`src/common/enc_defs.svh`:
```
`ifndef ENC_DEFS_SVH
`define ENC_DEFS_SVH

// ----------------------------------------
// symbol widths
// ----------------------------------------

`define ENC_DATA_W    8     // unencoded byte
`define ENC_CODE_W    10    // abcdei + fghj

// ----------------------------------------
// running disparity
// ----------------------------------------

// value after reset, 0 is negative
`define ENC_RD_RESET  1'b0

`endif

```
`src/common/enc_pkg.sv`:
```
`default_nettype none

`include "enc_defs.svh"

package enc_pkg;

    // ----------------------------------------
    // plain vectors
    // ----------------------------------------

    typedef logic [`ENC_DATA_W-1:0] byte_t;    // HGFEDCBA
    typedef logic [4:0]             sub5_t;    // EDCBA
    typedef logic [2:0]             sub3_t;    // HGF
    typedef logic [5:0]             code6_t;   // abcdei, a on top
    typedef logic [3:0]             code4_t;   // fghj, f on top
    typedef logic [`ENC_CODE_W-1:0] code10_t;  // abcdei in [9:4], fghj in [3:0]

    // running disparity sign
    typedef enum logic {
        RD_NEG = 1'b0,
        RD_POS = 1'b1
    } disp_t;

    // ----------------------------------------
    // bundles
    // ----------------------------------------

    typedef struct packed {
        byte_t data;
        logic  k;       // control request
    } enc_in_t;

    typedef struct packed {
        code10_t code;
        disp_t   rd;     // disparity after this group
        logic    k_err;  // k set on a byte with no K code
    } enc_out_t;

endpackage

`default_nettype wire

```
`src/encode_5b6b.sv`:
```
`default_nettype none

module encode_5b6b import enc_pkg::*; (
    input  wire sub5_t  sub,     // EDCBA
    input  wire         k,
    input  wire disp_t  rd_in,   // disparity before the group
    output code6_t      code,    // abcdei
    output disp_t       rd_out   // disparity after abcdei
);

    // rd- form in [11:6], rd+ form in [5:0]
    logic [11:0] forms;
    disp_t       rd_flip;

    // ----------------------------------------
    // 5b/6b table
    // ----------------------------------------

    always_comb begin
        case (sub)
            5'd0:  forms = {6'b100111, 6'b011000};
            5'd1:  forms = {6'b011101, 6'b100010};
            5'd2:  forms = {6'b101101, 6'b010010};
            5'd3:  forms = {6'b110001, 6'b110001};
            5'd4:  forms = {6'b110101, 6'b001010};
            5'd5:  forms = {6'b101001, 6'b101001};
            5'd6:  forms = {6'b011001, 6'b011001};
            // balanced but still has two forms
            5'd7:  forms = {6'b111000, 6'b000111};
            5'd8:  forms = {6'b111001, 6'b000110};
            5'd9:  forms = {6'b100101, 6'b100101};
            5'd10: forms = {6'b010101, 6'b010101};
            5'd11: forms = {6'b110100, 6'b110100};
            5'd12: forms = {6'b001101, 6'b001101};
            5'd13: forms = {6'b101100, 6'b101100};
            5'd14: forms = {6'b011100, 6'b011100};
            5'd15: forms = {6'b010111, 6'b101000};
            5'd16: forms = {6'b011011, 6'b100100};
            5'd17: forms = {6'b100011, 6'b100011};
            5'd18: forms = {6'b010011, 6'b010011};
            5'd19: forms = {6'b110010, 6'b110010};
            5'd20: forms = {6'b001011, 6'b001011};
            5'd21: forms = {6'b101010, 6'b101010};
            5'd22: forms = {6'b011010, 6'b011010};
            5'd23: forms = {6'b111010, 6'b000101};
            5'd24: forms = {6'b110011, 6'b001100};
            5'd25: forms = {6'b100110, 6'b100110};
            5'd26: forms = {6'b010110, 6'b010110};
            5'd27: forms = {6'b110110, 6'b001001};
            5'd28: forms = {6'b001110, 6'b001110};
            5'd29: forms = {6'b101110, 6'b010001};
            5'd30: forms = {6'b011110, 6'b100001};
            5'd31: forms = {6'b101011, 6'b010100};
        endcase

        // K28 swaps the balanced data code for the comma pair
        if (k && sub == 5'd28) begin
            forms = {6'b001111, 6'b110000};
        end
    end

    // ----------------------------------------
    // form select and disparity
    // ----------------------------------------

    assign code = (rd_in == RD_POS) ? forms[5:0] : forms[11:6];

    assign rd_flip = (rd_in == RD_NEG) ? RD_POS : RD_NEG;

    // three ones is neutral, anything else is +/-2
    assign rd_out = ($countones(code) == 3) ? rd_in : rd_flip;

endmodule

`default_nettype wire

```
`src/encode_3b4b.sv`:
```
`default_nettype none

module encode_3b4b import enc_pkg::*; (
    input  wire sub3_t   sub,     // HGF
    input  wire          k,
    input  wire code6_t  code6,   // abcdei from the first stage
    input  wire disp_t   rd_in,   // disparity after abcdei
    output code4_t       code,    // fghj
    output disp_t        rd_out   // disparity after the whole group
);

    // rd- form in [7:4], rd+ form in [3:0]
    logic [7:0] forms;
    logic       use_a7;
    disp_t      rd_flip;

    // ----------------------------------------
    // A7 select
    // ----------------------------------------

    // P7 would leave a run of five equal bits across the e/i boundary
    assign use_a7 = (rd_in == RD_NEG && code6[1:0] == 2'b11) ||
                    (rd_in == RD_POS && code6[1:0] == 2'b00);

    // ----------------------------------------
    // 3b/4b tables
    // ----------------------------------------

    always_comb begin
        if (k) begin
            case (sub)
                3'd0: forms = {4'b1011, 4'b0100};
                3'd1: forms = {4'b0110, 4'b1001};
                3'd2: forms = {4'b1010, 4'b0101};
                3'd3: forms = {4'b1100, 4'b0011};
                3'd4: forms = {4'b1101, 4'b0010};
                3'd5: forms = {4'b0101, 4'b1010};
                3'd6: forms = {4'b1001, 4'b0110};
                3'd7: forms = {4'b0111, 4'b1000};  // always the alternate
            endcase
        end else begin
            case (sub)
                3'd0: forms = {4'b1011, 4'b0100};
                3'd1: forms = {4'b1001, 4'b1001};
                3'd2: forms = {4'b0101, 4'b0101};
                3'd3: forms = {4'b1100, 4'b0011};
                3'd4: forms = {4'b1101, 4'b0010};
                3'd5: forms = {4'b1010, 4'b1010};
                3'd6: forms = {4'b0110, 4'b0110};
                3'd7: begin
                    if (use_a7) begin
                        forms = {4'b0111, 4'b1000};  // D.x.A7
                    end else begin
                        forms = {4'b1110, 4'b0001};  // D.x.P7
                    end
                end
            endcase
        end
    end

    // ----------------------------------------
    // form select and disparity
    // ----------------------------------------

    assign code = (rd_in == RD_POS) ? forms[3:0] : forms[7:4];

    assign rd_flip = (rd_in == RD_NEG) ? RD_POS : RD_NEG;

    // two ones is neutral
    assign rd_out = ($countones(code) == 2) ? rd_in : rd_flip;

endmodule

`default_nettype wire

```
`src/enc8b10b.sv`:
```
`default_nettype none

`include "enc_defs.svh"

module enc8b10b import enc_pkg::*; (
    input  wire           clk,
    input  wire           rst_n,
    input  wire           in_valid,
    input  wire enc_in_t  in_sym,
    input  wire           rd_load,      // seed the disparity this cycle
    input  wire disp_t    rd_load_val,
    output logic          out_valid,
    output enc_out_t      out
);

    disp_t   rd_q;        // running disparity
    disp_t   rd_start;
    disp_t   rd_mid;      // after abcdei
    disp_t   rd_final;    // after fghj
    code6_t  code6;
    code4_t  code4;
    logic    k_ok;
    logic    k_err;

    // a load in the same cycle applies to the symbol already
    assign rd_start = rd_load ? rd_load_val : rd_q;

    // ----------------------------------------
    // table stages
    // ----------------------------------------

    encode_5b6b u_5b6b (
        .sub    (in_sym.data[4:0]),
        .k      (in_sym.k),
        .rd_in  (rd_start),
        .code   (code6),
        .rd_out (rd_mid)
    );

    encode_3b4b u_3b4b (
        .sub    (in_sym.data[7:5]),
        .k      (in_sym.k),
        .code6  (code6),
        .rd_in  (rd_mid),
        .code   (code4),
        .rd_out (rd_final)
    );

    // ----------------------------------------
    // control symbol check
    // ----------------------------------------

    // K28.0-K28.7, and K23/K27/K29/K30 only with .7
    always_comb begin
        case (in_sym.data[4:0])
            5'd28:                      k_ok = 1'b1;
            5'd23, 5'd27, 5'd29, 5'd30: k_ok = (in_sym.data[7:5] == 3'd7);
            default:                    k_ok = 1'b0;
        endcase
    end

    assign k_err = in_sym.k && !k_ok;

    // ----------------------------------------
    // disparity and output registers
    // ----------------------------------------

    always_ff @(posedge clk or negedge rst_n) begin
        if (!rst_n) begin
            rd_q <= disp_t'(`ENC_RD_RESET);
        end else if (in_valid) begin
            rd_q <= rd_final;
        end else if (rd_load) begin
            rd_q <= rd_load_val;     // idle seed
        end
    end

    always_ff @(posedge clk or negedge rst_n) begin
        if (!rst_n) begin
            out_valid <= 1'b0;
            out       <= '0;
        end else begin
            out_valid <= in_valid;
            if (in_valid) begin
                out.code  <= {code6, code4};
                out.rd    <= rd_final;
                out.k_err <= k_err;
            end
        end
    end

endmodule

`default_nettype wire

```
`config.mk`:
```
export PLATFORM = sky130hd
export DESIGN_NAME = enc8b10b
export DESIGN_NICKNAME = d
export VERILOG_FILES = /design/src/common/enc_pkg.sv /design/src/encode_5b6b.sv /design/src/encode_3b4b.sv /design/src/enc8b10b.sv
export VERILOG_INCLUDE_DIRS = /design/src /design/src/common
export SDC_FILE = /design/constraint.sdc
export NUM_CORES = 1
export LEC_CHECK = 0
export ABC_AREA = 1
export BUFFER_PORTS_ARGS = -buffer_cell sky130_fd_sc_hd__buf_2
export CAP_MARGIN = 20
export CORE_AREA = 10 10 55 78
export CTS_CLUSTER_DIAMETER = 60
export DETAILED_ROUTE_END_ITERATION = 8
export DIE_AREA = 0 0 65 88
export PLACE_DENSITY = 0.82
export SYNTH_ARGS = -nofsm -noshare
export SYNTH_HDL_FRONTEND = slang
export SYNTH_SLANG_ARGS = --single-unit
```
`constraint.sdc`:
```
create_clock -name clk -period 6.2 [get_ports clk]
set_clock_uncertainty 0.05 [all_clocks]
set_input_delay 0.93 -clock clk [delete_from_list [all_inputs] [get_ports clk]]
set_output_delay 0.93 -clock clk [all_outputs]
set_load 0.01 [all_outputs]
```
==> impl_metrics.ini <==
[status]
status = finished clean

[setup_path]
crit_path_start_kind = input port
crit_arrival_ps = 5480
slowest_delay_ps = 480
slowest_stage = fa_1
critPathRequiredTime_ps = 6320
critPathCapture = rd_q
critPathBufInv = 6
worstPathMaxFanout = 8
reg2reg_slack_ps = 1810
r2r_start = rd_q
cp.depth = 30
crit_path_frequent_cell = nand2_1
critical-path-top-delay-family = adder cells
startpoint = in_sym[1]
r2r-end = rd_q
critPathKind = input port to register
ff2ff_path_depth = 26
endpoint_kind = register

[clocking]
cts.clk_slew.worst_paths_ps = 50
cts_resized = 0
cts-buffers-inserted = 3
htree_levels = 1
root_buffer = clkbuf_8
cts_tree = yes
clock_tree.buffer_depth = 2
cts_num_sinks = 14
clkLatencyLatePin_ps = 240
ctsHoldBuffers = 0
cts_setup_buffers = 0

[hold_path]
hp-class = register to register

[power]
power.leakage_nw = 1.09
peakVddDrop_v = 0.000182
p_per_area_nw_per_um2 = 345

[routing]
wl_per_cell_um = 12.2
antenna_left = 0
totalWireLength_um = 4170
detail_route.iter0.violations = 72
first_pass_iters = 4
vias = 1821
route.detailed.drc = 0
viasPerCell = 5.34

[die]
pin_count = 27
die_height_um = 88
core_um2 = 2910
die_w_um = 65
dieArea_um2 = 5720
start_util_pct = 59.1
rows = 24

[yosys]
seq_area_frac_synth_pct = 20.4
ys_dominant_reg_cell = dfrtp_1
yosysMostFrequentCell = nand2_1
synth_edf_count = 0
ys_ff_latch = 14
yosysTopAreaCell = nand2_1
synth.cell_area_um2 = 1720
yosysUniqueCellTypes = 27
yosys_warnings = 0
netlist_instances = 281
avgSynthCellArea_um2 = 6.12
synth_area_leaders = nand2_1, dfrtp_1, ha_1
ys_async_sr_fraction_pct = 100
syn_nets = 314
synth_common_cells = nand2_1, nand3_1, inv_1
synth_top_cell_area_share_pct = 24.9

[sta]
fmaxAchievable_ghz = 0.187
hold_ws_ps = 422
hold_violations = 0
tightest_slew_ps = 373
fin_crit_sh_pct = 86.4
period_needed_ps = 5360
finalSetupTns_ps = 0
rsz0062_at_grt = false
finalMaxSlewViolations = 0
finalSetupViolations = 0
relSlewSlack_pct = 75.1
fin_ws_ps = 844

[layout]
fill_cells = 306
diodes = 0
layout.nets = 337
final_layout_size_suffix_gt1_share_pct = 14.6
register_area_um2 = 350
fin_util_pct = 64.7
area_growth_pct = 9.60
multi_input_area_um2 = 1200

[grt]
grt_overflow = 0
grt_pass1_wl_um = 7310
grt_usage_pct = 15.1
grt_start_max_net_pins = 16
first_global_vias = 1803
antenna_found_initial = 0

[placed_design]
numPortBuffers = 26
dp_slack_ps = 591
globalplace.congestion = 0.902
hpwl_um = 3520

[job]
max_cap_viol_count = 0
[logic make-up after synthesis]
kind of cell,Yosys count,share of synthesized area [%]
AND/OR/NAND/NOR,176,43.5
buffers and inverters,38,9.74
AO/OA/AOI/OAI,34,11.3
adder cells (fa/ha/maj),19,15.1
flip-flops,14,20.4
[worst min path at each step]
stage	from	end	slack [ps]	cells past startpoint
floorplan	out[10]	out[10]	470	2
global placement	out[2]	out[2]	410	2
detailed placement	out[5]	out[5]	410	2
CTS	out[5]	out[5]	430	2
global route	out[5]	out[5]	440	2
finish	out[5]	out[5]	420	2
[state kept, by name (all words and copies together), names as in the netlist]
register   flops
out           12
out_valid      1
rd_q           1
[worst min-delay path, cell delays in order, from the launching register on]
cell     delay (ps)
dfrtp_1         340
nand2_1          50
nand2_1          50
[where the power goes]
part | leakage, nW | internal, mW | switching [mW]
registers | 0.169 | 0.122 | 0.0158
logic | 0.896 | 0.178 | 0.264
clock network | 0.0216 | 0.0428 | 0.0283
[layout by cell type, fill, tap and decap left out, drive strengths merged]
cell    netlist  final
or2           1      1
nand2       121    121
buf           6     26
nor3          1      1
a31oi         2      2
nand3        34     34
o21ai        18     18
clkbuf        2      3
a21oi         8      8
nor2         16     16
o22ai         1      1
o21bai        1      1
fa            3      3
ha           16     16
dfrtp        14     14
nor3b         2      2
nand3b        1      1
o211ai        4      4
inv          30     30
[routing by layer]
layer	wire length [µm]	global-route usage (%)
met2	2250	29.0
met4	97	7.23
met1	1650	15.6
met5	0	0
met3	173	1.79
[through the flow]
stage / power, mW / cell area [µm²] / instances
after global routing: 0.735 / 1890 / 341
after CTS: 0.658 / 1890 / 341
final: 0.651 / 1890 / 341
after floorplan: 0.473 / 1720 / 281
after global placement: 0.568 / 1840 / 338
after detailed placement: 0.586 / 1840 / 338
[layout make-up]
type,count,share of cell area [%]
tap,39,2.59
multi-input combinational,229,63.8
timing repair buffer,26,6.90
sequential,14,18.6
inverter,30,5.97
clock buffer,3,2.19
Power figures use the tool's default switching activity.
